<file path="config.mk">
export PLATFORM = sky130hd
export DESIGN_NAME = usb_capture_top
export DESIGN_NICKNAME = d
export VERILOG_FILES = /design/src/logic/usb_bus_pkg.sv /design/src/logic/reg_map_pkg.sv /design/src/logic/usb_reg_front.sv /design/src/logic/ctrl_regs.sv /design/src/logic/capture_fifo.sv /design/src/logic/reg_read_mux.sv /design/src/logic/usb_capture_top.sv
export SDC_FILE = /design/constraint.sdc
export NUM_CORES = 1
export LEC_CHECK = 0
export ABC_CLOCK_PERIOD_IN_PS = 3700
export BUFFER_PORTS_ARGS = -buffer_cell sky130_fd_sc_hd__buf_2
export CAP_MARGIN = 10
export CELL_PAD_IN_SITES_DETAIL_PLACEMENT = 1
export CELL_PAD_IN_SITES_GLOBAL_PLACEMENT = 1
export CORE_ASPECT_RATIO = 1.2
export CORE_UTILIZATION = 40
export CTS_CLUSTER_DIAMETER = 80
export DETAILED_ROUTE_END_ITERATION = 10
export PLACE_DENSITY = 0.74
export SETUP_SLACK_MARGIN = 0.05
export SYNTH_ARGS = -nofsm -noshare
export SYNTH_HDL_FRONTEND = slang
export SYNTH_SLANG_ARGS = --single-unit
</file>
<file path="constraint.sdc">
create_clock -name clk_usb -period 3.7 [get_ports clk_usb]
set_input_delay 0.37 -clock clk_usb [delete_from_list [all_inputs] [get_ports clk_usb]]
set_output_delay 0.37 -clock clk_usb [all_outputs]
set_load 0.02 [all_outputs]
</file>
<file path="src/logic/usb_bus_pkg.sv">
`default_nettype none

// sizing shared by every block on the register bus
package usb_bus_pkg;

  // usb chip data/address bus and register data
  localparam int bus_width = 8;           // one byte per bus cycle

  // byte index within a multi-byte register
  localparam int bytecnt_width = 7;       // free running, rolls over

  // sample fifo geometry
  localparam int fifo_depth = 16;         // entries, power of two
  localparam int fifo_ptr_width = 4;      // log2 of fifo_depth, wraps naturally
  localparam int fifo_count_width = 5;    // holds 0 .. fifo_depth

endpackage

`default_nettype wire

</file>
<file path="src/logic/reg_map_pkg.sv">
`default_nettype none

// host visible register map of the capture engine
package reg_map_pkg;

  // register addresses
  localparam logic [7:0] addr_id        = 8'h00; // read only id byte
  localparam logic [7:0] addr_scratch   = 8'h01; // 4 byte scratch, bytecnt indexed
  localparam logic [7:0] addr_ctrl      = 8'h02; // arm / flush control
  localparam logic [7:0] addr_status    = 8'h03; // fifo occupancy
  localparam logic [7:0] addr_fifo_data = 8'h04; // fifo drain port

  // fixed value returned from addr_id
  localparam logic [7:0] id_value = 8'h5A;

  // control byte bit positions
  localparam int ctrl_arm_bit   = 0;      // sample capture enable, sticky
  localparam int ctrl_flush_bit = 1;      // fifo flush, self clearing

endpackage

`default_nettype wire

</file>
<file path="src/logic/usb_reg_front.sv">
`default_nettype none
`timescale 1ns/10ps

module usb_reg_front (
  input  wire                                   clk_usb,
  input  wire                                   reset,

  // usb controller chip side
  input  wire  [usb_bus_pkg::bus_width-1:0]     cwusb_din,
  output logic [usb_bus_pkg::bus_width-1:0]     cwusb_dout,
  output logic                                  cwusb_isout,
  input  wire  [usb_bus_pkg::bus_width-1:0]     cwusb_addr,
  input  wire                                   cwusb_rdn,   // low active read strobe
  input  wire                                   cwusb_wrn,   // low active write strobe
  input  wire                                   cwusb_cen,   // low active chip enable
  input  wire                                   cwusb_alen,  // low active address latch

  // register bus side
  input  wire                                   fast_fifo_read, // fifo port selected
  input  wire  [usb_bus_pkg::bus_width-1:0]     reg_datai,   // read byte from selector
  output logic [usb_bus_pkg::bus_width-1:0]     reg_address,
  output logic [usb_bus_pkg::bytecnt_width-1:0] reg_bytecnt,
  output logic [usb_bus_pkg::bus_width-1:0]     reg_datao,
  output logic                                  reg_read,    // level, high while rdn low
  output logic                                  reg_write    // single cycle pulse
);

  logic wrn_rs;           // sampled wrn
  logic wrn_rs_dly;       // wrn one cycle older
  logic alen_r;           // sampled alen
  logic read_dly;         // reg_read one cycle older, gives isout tail
  logic write_dly;        // reg_write one cycle older, bumps bytecnt
  logic drive_data_out;   // bus held for fast fifo reads
  logic fast_fifo_read_r; // for rising edge detect

  // strobe sampling and write end detect
  always_ff @(posedge clk_usb) begin
    if (reset) begin
      wrn_rs     <= 1'b1;                     // strobes idle high
      wrn_rs_dly <= 1'b1;
      alen_r     <= 1'b1;
      reg_read   <= 1'b0;
      read_dly   <= 1'b0;
      reg_write  <= 1'b0;
      write_dly  <= 1'b0;
    end else begin
      wrn_rs     <= cwusb_wrn;
      wrn_rs_dly <= wrn_rs;
      alen_r     <= cwusb_alen;
      reg_read   <= ~cwusb_rdn;               // one cycle after rdn falls
      read_dly   <= reg_read;
      reg_write  <= wrn_rs & ~wrn_rs_dly;     // rising wrn = end of write
      write_dly  <= reg_write;
    end
  end

  // address and write data, payload only
  always_ff @(posedge clk_usb) begin
    reg_address <= cwusb_addr;                // one cycle behind the pins
    if (~cwusb_cen & ~wrn_rs)
      reg_datao <= cwusb_din;                 // keeps last byte of the strobe
  end

  // fast fifo reads keep the bus until the host starts a write
  always_ff @(posedge clk_usb) begin
    if (reset) begin
      fast_fifo_read_r <= 1'b0;
      drive_data_out   <= 1'b0;
    end else begin
      fast_fifo_read_r <= fast_fifo_read;
      if (~wrn_rs)
        drive_data_out <= 1'b0;               // write seen, release bus
      else if (fast_fifo_read & ~fast_fifo_read_r)
        drive_data_out <= 1'b1;               // fifo port just selected
    end
  end

  // byte counter, clears on address phase, bumps after each access
  always_ff @(posedge clk_usb) begin
    if (reset)
      reg_bytecnt <= '0;
    else if (~alen_r)
      reg_bytecnt <= '0;
    else if ((read_dly & ~reg_read) | write_dly)
      reg_bytecnt <= reg_bytecnt + 1'b1;      // rollover allowed
  end

  assign cwusb_dout  = reg_datai;             // straight through, selector registers
  assign cwusb_isout = reg_read | read_dly | (drive_data_out & wrn_rs); // one cycle tail

endmodule

`default_nettype wire

</file>
<file path="src/logic/ctrl_regs.sv">
`default_nettype none
`timescale 1ns/10ps

module ctrl_regs (
  input  wire                                      clk_usb,
  input  wire                                      reset,
  input  wire  [usb_bus_pkg::bus_width-1:0]        reg_address,
  input  wire  [usb_bus_pkg::bytecnt_width-1:0]    reg_bytecnt,
  input  wire  [usb_bus_pkg::bus_width-1:0]        reg_datao,
  input  wire                                      reg_write,
  input  wire  [usb_bus_pkg::fifo_count_width-1:0] fifo_count, // from capture_fifo
  output logic [usb_bus_pkg::bus_width-1:0]        ctrl_datai, // registered read byte
  output logic                                     arm,        // capture enable level
  output logic                                     flush       // one cycle fifo clear
);

  import usb_bus_pkg::*;
  import reg_map_pkg::*;

  logic [bus_width-1:0] scratch [4];          // 4 byte scratch register
  logic [1:0]           byte_sel;             // bytecnt modulo 4
  logic [bus_width-1:0] ctrl_byte;            // control byte as read back
  logic [bus_width-1:0] status_byte;          // fifo_count zero extended

  assign byte_sel = reg_bytecnt[1:0];

  // flush always reads back as 0
  always_comb begin
    ctrl_byte               = '0;
    ctrl_byte[ctrl_arm_bit] = arm;
  end

  assign status_byte = {{(bus_width - fifo_count_width){1'b0}}, fifo_count};

  // scratch storage
  always_ff @(posedge clk_usb) begin
    if (reg_write && (reg_address == addr_scratch))
      scratch[byte_sel] <= reg_datao;         // one byte per write pulse
  end

  // arm is sticky, flush lasts one cycle
  always_ff @(posedge clk_usb) begin
    if (reset) begin
      arm   <= 1'b0;
      flush <= 1'b0;
    end else begin
      flush <= 1'b0;
      if (reg_write && (reg_address == addr_ctrl)) begin
        arm   <= reg_datao[ctrl_arm_bit];
        flush <= reg_datao[ctrl_flush_bit];
      end
    end
  end

  // read byte, one cycle after address/bytecnt
  always_ff @(posedge clk_usb) begin
    case (reg_address)
      addr_id:      ctrl_datai <= id_value;
      addr_scratch: ctrl_datai <= scratch[byte_sel];
      addr_ctrl:    ctrl_datai <= ctrl_byte;
      addr_status:  ctrl_datai <= status_byte;
      default:      ctrl_datai <= '0;         // not ours, selector ignores it
    endcase
  end

endmodule

`default_nettype wire

</file>
<file path="src/logic/capture_fifo.sv">
`default_nettype none
`timescale 1ns/10ps

module capture_fifo (
  input  wire                                      clk_usb,
  input  wire                                      reset,
  input  wire  [usb_bus_pkg::bus_width-1:0]        reg_address,
  input  wire                                      reg_read,
  input  wire                                      arm,          // capture enable
  input  wire                                      flush,        // empties the fifo
  input  wire  [usb_bus_pkg::bus_width-1:0]        sample_data,
  input  wire                                      sample_valid, // single cycle strobe
  output logic [usb_bus_pkg::bus_width-1:0]        fifo_datai,   // head byte, registered
  output logic [usb_bus_pkg::fifo_count_width-1:0] fifo_count,
  output logic                                     fast_fifo_read
);

  import usb_bus_pkg::*;
  import reg_map_pkg::*;

  logic [bus_width-1:0]        mem [fifo_depth]; // circular sample buffer
  logic [fifo_ptr_width-1:0]   wr_ptr;           // next free slot
  logic [fifo_ptr_width-1:0]   rd_ptr;           // head slot
  logic                        read_q;           // reg_read one cycle older
  logic                        empty;
  logic                        full;
  logic                        push;
  logic                        pop;

  assign empty = (fifo_count == '0);
  assign full  = (fifo_count == fifo_count_width'(fifo_depth));

  assign push = sample_valid & arm & ~full;   // full fifo drops the sample
  assign pop  = read_q & ~reg_read & (reg_address == addr_fifo_data) & ~empty; // read end

  // sample storage
  always_ff @(posedge clk_usb) begin
    if (push)
      mem[wr_ptr] <= sample_data;
  end

  // pointers and occupancy
  always_ff @(posedge clk_usb) begin
    if (reset | flush) begin
      wr_ptr     <= '0;
      rd_ptr     <= '0;
      fifo_count <= '0;
    end else begin
      if (push)
        wr_ptr <= wr_ptr + 1'b1;              // depth is a power of two
      if (pop)
        rd_ptr <= rd_ptr + 1'b1;
      case ({push, pop})
        2'b10:   fifo_count <= fifo_count + 1'b1;
        2'b01:   fifo_count <= fifo_count - 1'b1;
        default: fifo_count <= fifo_count;    // idle or both at once
      endcase
    end
  end

  // read end detect and fast read level
  always_ff @(posedge clk_usb) begin
    if (reset) begin
      read_q         <= 1'b0;
      fast_fifo_read <= 1'b0;
    end else begin
      read_q         <= reg_read;
      fast_fifo_read <= (reg_address == addr_fifo_data);
    end
  end

  // head byte, 0x00 when empty
  always_ff @(posedge clk_usb) begin
    if (empty)
      fifo_datai <= '0;
    else
      fifo_datai <= mem[rd_ptr];              // next byte follows a pop
  end

endmodule

`default_nettype wire

</file>
<file path="src/logic/reg_read_mux.sv">
`default_nettype none
`timescale 1ns/10ps

module reg_read_mux (
  input  wire                               clk_usb,
  input  wire  [usb_bus_pkg::bus_width-1:0] reg_address,
  input  wire  [usb_bus_pkg::bus_width-1:0] ctrl_datai,  // from ctrl_regs
  input  wire  [usb_bus_pkg::bus_width-1:0] fifo_datai,  // from capture_fifo
  output logic [usb_bus_pkg::bus_width-1:0] reg_datai    // to front end
);

  import reg_map_pkg::*;

  logic sel_ctrl;                             // ctrl_regs owns the address
  logic sel_fifo;                             // capture_fifo owns the address

  // decode registered so it lines up with the registered peer bytes
  always_ff @(posedge clk_usb) begin
    sel_ctrl <= (reg_address == addr_id)      |
                (reg_address == addr_scratch) |
                (reg_address == addr_ctrl)    |
                (reg_address == addr_status);
    sel_fifo <= (reg_address == addr_fifo_data);
  end

  // pick owner byte
  always_comb begin
    if (sel_ctrl)
      reg_datai = ctrl_datai;
    else if (sel_fifo)
      reg_datai = fifo_datai;
    else
      reg_datai = '1;                         // unmapped reads 0xFF
  end

endmodule

`default_nettype wire

</file>
<file path="src/logic/usb_capture_top.sv">
`default_nettype none
`timescale 1ns/10ps

module usb_capture_top (
  input  wire                               clk_usb,
  input  wire                               reset,
  input  wire  [usb_bus_pkg::bus_width-1:0] cwusb_din,
  output wire  [usb_bus_pkg::bus_width-1:0] cwusb_dout,
  output wire                               cwusb_isout,
  input  wire  [usb_bus_pkg::bus_width-1:0] cwusb_addr,
  input  wire                               cwusb_rdn,
  input  wire                               cwusb_wrn,
  input  wire                               cwusb_cen,
  input  wire                               cwusb_alen,
  input  wire  [usb_bus_pkg::bus_width-1:0] sample_data,   // capture source, clk_usb
  input  wire                               sample_valid
);

  import usb_bus_pkg::*;

  // register bus, front end is sole driver
  wire [bus_width-1:0]        reg_address;
  wire [bytecnt_width-1:0]    reg_bytecnt;
  wire [bus_width-1:0]        reg_datao;
  wire [bus_width-1:0]        reg_datai;
  wire                        reg_read;
  wire                        reg_write;

  // peer read bytes and side signals
  wire [bus_width-1:0]        ctrl_datai;
  wire [bus_width-1:0]        fifo_datai;
  wire [fifo_count_width-1:0] fifo_count;     // status back to ctrl_regs
  wire                        fast_fifo_read;
  wire                        arm;
  wire                        flush;

  usb_reg_front i_front (
    .clk_usb(clk_usb), .reset(reset),
    .cwusb_din(cwusb_din), .cwusb_dout(cwusb_dout), .cwusb_isout(cwusb_isout),
    .cwusb_addr(cwusb_addr), .cwusb_rdn(cwusb_rdn), .cwusb_wrn(cwusb_wrn),
    .cwusb_cen(cwusb_cen), .cwusb_alen(cwusb_alen),
    .fast_fifo_read(fast_fifo_read), .reg_datai(reg_datai),
    .reg_address(reg_address), .reg_bytecnt(reg_bytecnt), .reg_datao(reg_datao),
    .reg_read(reg_read), .reg_write(reg_write)
  );

  ctrl_regs i_ctrl (
    .clk_usb(clk_usb), .reset(reset),
    .reg_address(reg_address), .reg_bytecnt(reg_bytecnt), .reg_datao(reg_datao),
    .reg_write(reg_write), .fifo_count(fifo_count),
    .ctrl_datai(ctrl_datai), .arm(arm), .flush(flush)
  );

  capture_fifo i_fifo (
    .clk_usb(clk_usb), .reset(reset),
    .reg_address(reg_address), .reg_read(reg_read), .arm(arm), .flush(flush),
    .sample_data(sample_data), .sample_valid(sample_valid),
    .fifo_datai(fifo_datai), .fifo_count(fifo_count), .fast_fifo_read(fast_fifo_read)
  );

  reg_read_mux i_mux (
    .clk_usb(clk_usb), .reg_address(reg_address),
    .ctrl_datai(ctrl_datai), .fifo_datai(fifo_datai), .reg_datai(reg_datai)
  );

endmodule

`default_nettype wire

</file>
Word-level counts from Yosys, hierarchy flattened
Memory sizes are Yosys's and may differ from the RTL's. A register that Yosys moved wholly into a read port is not among the register bits.
Index checks and enable logic that the tools add are counted.
{ "totals": {"mem_count": 2, "out_inout_bits": 9, "ramBits": 160, "elab_cells": 79, "ff_bits": 58, "input_bits": 31} }
{ "memory_table": {"columns": ["name", "depth", "width", "read_ports", "rd_ports_with_merged_regs", "write_ports", "line", "text"], "rows": [
  ["i_fifo.mem", 16, 8, 1, 1, 1, "capture_fifo.sv:21", "logic [bus_width-1:0] mem [fifo_depth];"],
  ["i_ctrl.scratch", 4, 8, 1, 1, 1, "ctrl_regs.sv:20", "logic [bus_width-1:0] scratch [4];"]
]} }
{ "op_classes": {"bitwise": 26, "add_sub_neg": 5, "reduce_logical": 8, "mux": 10, "eq_ne": 7} }
{ "ops": {"columns": ["cell", "count"], "rows": [
  ["$pmux 8 s4", 1],
  ["$eq 8x2->1 const B", 2],
  ["$mux 8", 2],
  ["$not 1->1", 10],
  ["$pmux 5 s2", 1],
  ["$and 1x1->1", 9],
  ["$add 4x1->4 const B", 2],
  ["$eq 8x1->1 const B", 1],
  ["$eq 8x3->1 const B", 1],
  ["$logic_not 8->1", 1],
  ["$add 7x1->7 const B", 1],
  ["$or 1x1->1", 7],
  ["$reduce_or 2->1", 3],
  ["$add 5x1->5 const B", 1],
  ["$eq 5x5->1 const B", 1],
  ["$logic_not 5->1", 1],
  ["$sub 5x1->5 const B", 1],
  ["$mux 1", 4],
  ["$mux 2", 2],
  ["$eq 2x1->1 const B", 1],
  ["$eq 2x2->1 const B", 1],
  ["$logic_and 1x1->1", 2],
  ["$reduce_bool 2->1", 1]
]} }

Depth between registers and ports, before layout
{ "logic_depth": {"word_depth": 6, "mapped_depth": 9, "mapped_depth_nobuf": 9} }

By module
From an unflattened synthesis, not the netlist that was laid out.
{ "unflattened": {"cells_unflattened": 526, "hier_area_um2": 8887.3} }
{ "by_module_without_submodules": {"columns": ["mod", "n_inst", "seq_area_each_um2", "cells_per_inst", "area_per_inst_um2"], "rows": [
  ["capture_fifo", 1, 4304.1, 328, 6038.3],
  ["ctrl_regs", 1, 1161.1, 91, 1620.3],
  ["usb_reg_front", 1, 720.7, 80, 1027.2],
  ["reg_read_mux", 1, 40.0, 27, 201.4]
]} }

Worst setup path after synthesis
Ideal clock, no wire load.
{ "synth_path": {"path_type": "flip-flop to flip-flop", "startpoint": "reg i_fifo.fifo_count[0] (netlist bit)", "endpoint": "reg i_fifo.fifo_count[4] (netlist bit)", "n_path_buf": 0, "arrival_time_ns": 2.377, "setup_time_ns": 0.128, "path_stages_with_launch": 10, "synth_period_minus_slack_ns": 2.505, "required_time_ns": 3.572, "path_slack_ns": 1.195, "cell_sequence": "dfxtp_1 or4_1 o21ai_1 nor2_1 ha_1 ha_1 nand3_1 and4b_1 o211ai_1 o31ai_1"} }
{ "synth_via": {"elab_chain_cells": 5, "elab_cells_between_ends": 12, "cone_classes": "add/sub (2); eq/ne (3); mux (1); bitwise (4); reduce/logical (2)"} }
{ "synth_rtl": {"columns": ["item", "line", "text"], "rows": [
  ["start, declared", "capture_fifo.sv:14", "output logic [usb_bus_pkg::fifo_count_width-1:0] fifo_count,"],
  ["start signal, assigned", "capture_fifo.sv:54", "2'b10: fifo_count <= fifo_count + 1'b1;"],
  ["start signal, assigned", "capture_fifo.sv:55", "2'b01: fifo_count <= fifo_count - 1'b1;"],
  ["start signal, assigned", "capture_fifo.sv:56", "default: fifo_count <= fifo_count;"],
  ["$logic_not 5->1 *", "capture_fifo.sv:30", "assign empty = (fifo_count == '0);"],
  ["$not 1->1 *", "capture_fifo.sv:34", "assign pop = read_q & ~reg_read & (reg_address == addr_fifo_data) & ~empty;"],
  ["$and 1x1->1 *", "capture_fifo.sv:34", null],
  ["named net i_fifo.pop", "capture_fifo.sv:28", "logic pop;"],
  ["$eq 2x1->1 / $eq 2x2->1 (equally long branches)", "capture_fifo.sv:53", "case ({push, pop})"],
  ["$pmux 5 s2 / $reduce_bool 2->1 (equally long branches)", null, null]
]} }
Mark *: on every way through the listed nets, which the timed path passes. The rest lies on a longest branch.
A chain may end at the register's enable or synchronous reset.

Worst setup path in the final report
Ends and elaborated chain as after synthesis.

==> results.ini <==
[clock_tree]
cts_sinks = 223
cts_buffer_depth = 3
holdBufCountCts = 9
cts_resized = 0
cts_setup_buffers = 0
ctsHtreeMaxLevel = 1
clk_pin_slew_ps = 60
cts_tree = built
clock_latency_ps = 510
tritoncts.num_buffers = 23
root_buffer = clkbuf_16

[cells_and_area]
nNetsFinal = 605
num_antenna_cells = 0
fin_cells = 847
drive_gt1_share_pct = 23.4
area_growth_pct = 15.2

[place]
gp_congestion = 0.740
dp.cells = 796
dpl_worst_slack_ps = 878
hpwlAfterDp_mm = 11.8
port_buffers = 39

[synthesis]
synthesis.yosys.warnings = 0
syn-num-nets = 546
ys_types = 42
syn_avg_cell_area_um2 = 17.0
ys_seq_elements = 223
netlist_area_um2 = 8530
synth_area_leaders = edfxtp_1, dfxtp_1, mux4_2
synth_cells = 501
synth.top_cell.area_share_pct = 59.2
synth_largest_area_cell = edfxtp_1
seq_area_frac_synth_pct = 72.1

[global_routing]
grt_pass1_wl_mm = 27.8
grt_usage_pct = 17.1
grt_max_degree = 25
grt_overflow = 0
grt_pass1_vias = 4927
antenna_found_initial = 0

[floorplanning]
dieHeight_um = 162
die_area_um2 = 21900
initial_utilization_pct = 40.8
die_w_um = 135
core_area_um2 = 20900
num_io_pins = 40
core.rowCount = 58

[sta]
max_freq_mhz = 349
setup_tns_ps = 0
drv_slew = 0
rsz0062_at_grt = false
min_period_ps = 2860
relSlewSlack_pct = 31.0
worst_pin_slew_ps = 1030
fin_hold_ws_ps = 31.1
finalCritPeriodShare_pct = 77.4
hold_viol_final = 0
finalWorstSetupSlack_ps = 838
fin_skew_ps = 14.3
setup_viol = 0

[worst_setup_path]
path_max_fanout = 8
worstSetupPathType = register to register
cp.required_ps = 4120
crit_path_end_kind = register
arrival_ps = 3280
critPathLaunchType = register

[pwr]
clkPwrFrac_pct = 43.6
power_density_nw_per_um2 = 504
swShare_pct = 19.7
power_mw = 4.95
p_seq_share_pct = 54.7
combPwrFrac_pct = 1.6
leakage_nw = 3.22
power.switching_mw = 0.974
p_int_mw = 3.97
peakVddDrop_uv = 380

[hold_path]
min_path_type = input pin to register

[routing]
routed_wl_mm = 18.0
ant_nets = 0
drc = 0
dr_total_vias = 4445
drtIter0Drc = 213
post_drt_wl_per_cell_um = 21.3
drt_pre_antenna_iters = 4
avgViaCountPerCell = 5.25

[outcome]
status = finished clean

[flow_run]
cap_violations = 0

## worst max-delay path: stages (launching register included)
cell and delay, ps:
dfxtp_1 370, or4_1 570, o21ai_1 410, nor2_1 90, ha_1 300, ha_1 370
nand3_1 120, a211oi_1 310, o211ai_1 140, o31ai_1 80
## power by group through the flow
stage	Clock (mW)	Sequential, mW	Combinational, mW
detailed placement	0	2.76	0.0731
CTS	2.21	2.71	0.0806
global route	2.31	2.71	0.0877
floorplan	0	2.76	0.0306
global placement	0	2.76	0.0686
finish	2.16	2.71	0.0803
## cells by family after synthesis
logic type                 after synthesis  share of synthesized area [%]
AOI/OAI and AO/OA                       53                           3.52
and+or+nand+nor                        102                           6.33
DFF                                    223                           72.1
muxes                                   62                           13.3
buffers and inverters                   41                           2.03
adders and majority gates               14                           2.14
xor gates and xnor gates                 6                          0.616
## synthesized netlist by cell type (all sizes together)
| master | instances |
|---|---|
| a211o | 1 |
| a211oi | 2 |
| a21boi | 1 |
| a21o | 1 |
| a21oi | 29 |
| and2 | 4 |
| and4b | 1 |
| buf | 10 |
| clkbuf | 12 |
| clkinv | 1 |
| dfxtp | 55 |
| edfxtp | 168 |
| fa | 1 |
| ha | 13 |
| inv | 18 |
| mux2 | 9 |
| mux2i | 13 |
| mux4 | 40 |
| nand2 | 8 |
| nand2b | 4 |
| nand3 | 10 |
| nand3b | 1 |
| nand4 | 1 |
| nand4b | 2 |
| nor2 | 39 |
| nor2b | 6 |
| nor3 | 6 |
| nor3b | 4 |
| nor4 | 3 |
| nor4b | 1 |
| o2111ai | 1 |
| o211ai | 1 |
| o21ai | 11 |
| o21bai | 3 |
| o31ai | 3 |
| or2 | 4 |
| or3 | 3 |
| or4 | 5 |
| xnor2 | 4 |
| xor2 | 2 |
## stage by stage
step | area [um2] | utilization, %
2_1_floorplan | 8530 | -
3_5_place_dp | 9020 | 43.2
4_1_cts | 9820 | 47.0
5_1_grt | 9820 | 47.0
3_3_place_gp | 9020 | 43.2
6_report | 9820 | 47.0
## flip-flops by register name, indices dropped and copies added, names as in the netlist, 2 cells and up, named ones only
signal	count
i_fifo.wr_ptr	4
i_fifo.rd_ptr	4
i_fifo.fifo_count	5
i_ctrl.scratch	32
i_fifo.fifo_datai	8
i_fifo.mem	128
i_front.reg_address	8
i_ctrl.ctrl_datai	8
i_front.reg_bytecnt	2
i_front.reg_datao	8
## per-layer routing
layer	up-vias	routed length (um)	track usage (%)
met4	0	383	4.90
li1	2040	-	-
met1	2269	7170	20.4
met3	29	870	3.03
met5	-	0	0
met2	107	9580	31.3
## layout make-up
| type | count | area, um2 |
|---|---|---|
| Clock buffer | 33 | 664 |
| Clock inverter | 9 | 45.0 |
| Fill cell | 2041 | 11100 |
| Inverter | 19 | 71.3 |
| Multi-Input combinational cell | 237 | 2210 |
| Sequential cell | 223 | 6150 |
| Tap cell | 270 | 338 |
| Timing Repair Buffer | 56 | 345 |
## layout by cell type, fill, tap and decap left out, types with 8 or more instances in the layout
cell type,instances
mux2i_1,13
buf_2,39
nand2_1,8
o21ai_0,10
clkbuf_16,24
nor2_1,39
ha_1,13
edfxtp_1,168
mux2_2,9
dlygate4sd3_1,9
buf_4,8
nand3_1,10
dfxtp_1,54
mux4_2,40
inv_1,18
a21oi_1,29
## final timing paths
path                                              to  slack, ps  cells after the start                 start
worst max-delay path            i_fifo.fifo_count[4]        840                      9  i_fifo.fifo_count[0]
worst min register to register     i_front.reg_write        390                      1    i_front.wrn_rs_dly
worst max register to register  i_fifo.fifo_count[4]        840                      9  i_fifo.fifo_count[0]
worst min-delay path            i_front.reg_datao[1]         30                      1          cwusb_din[1]
(Power assumes the default switching activity.)
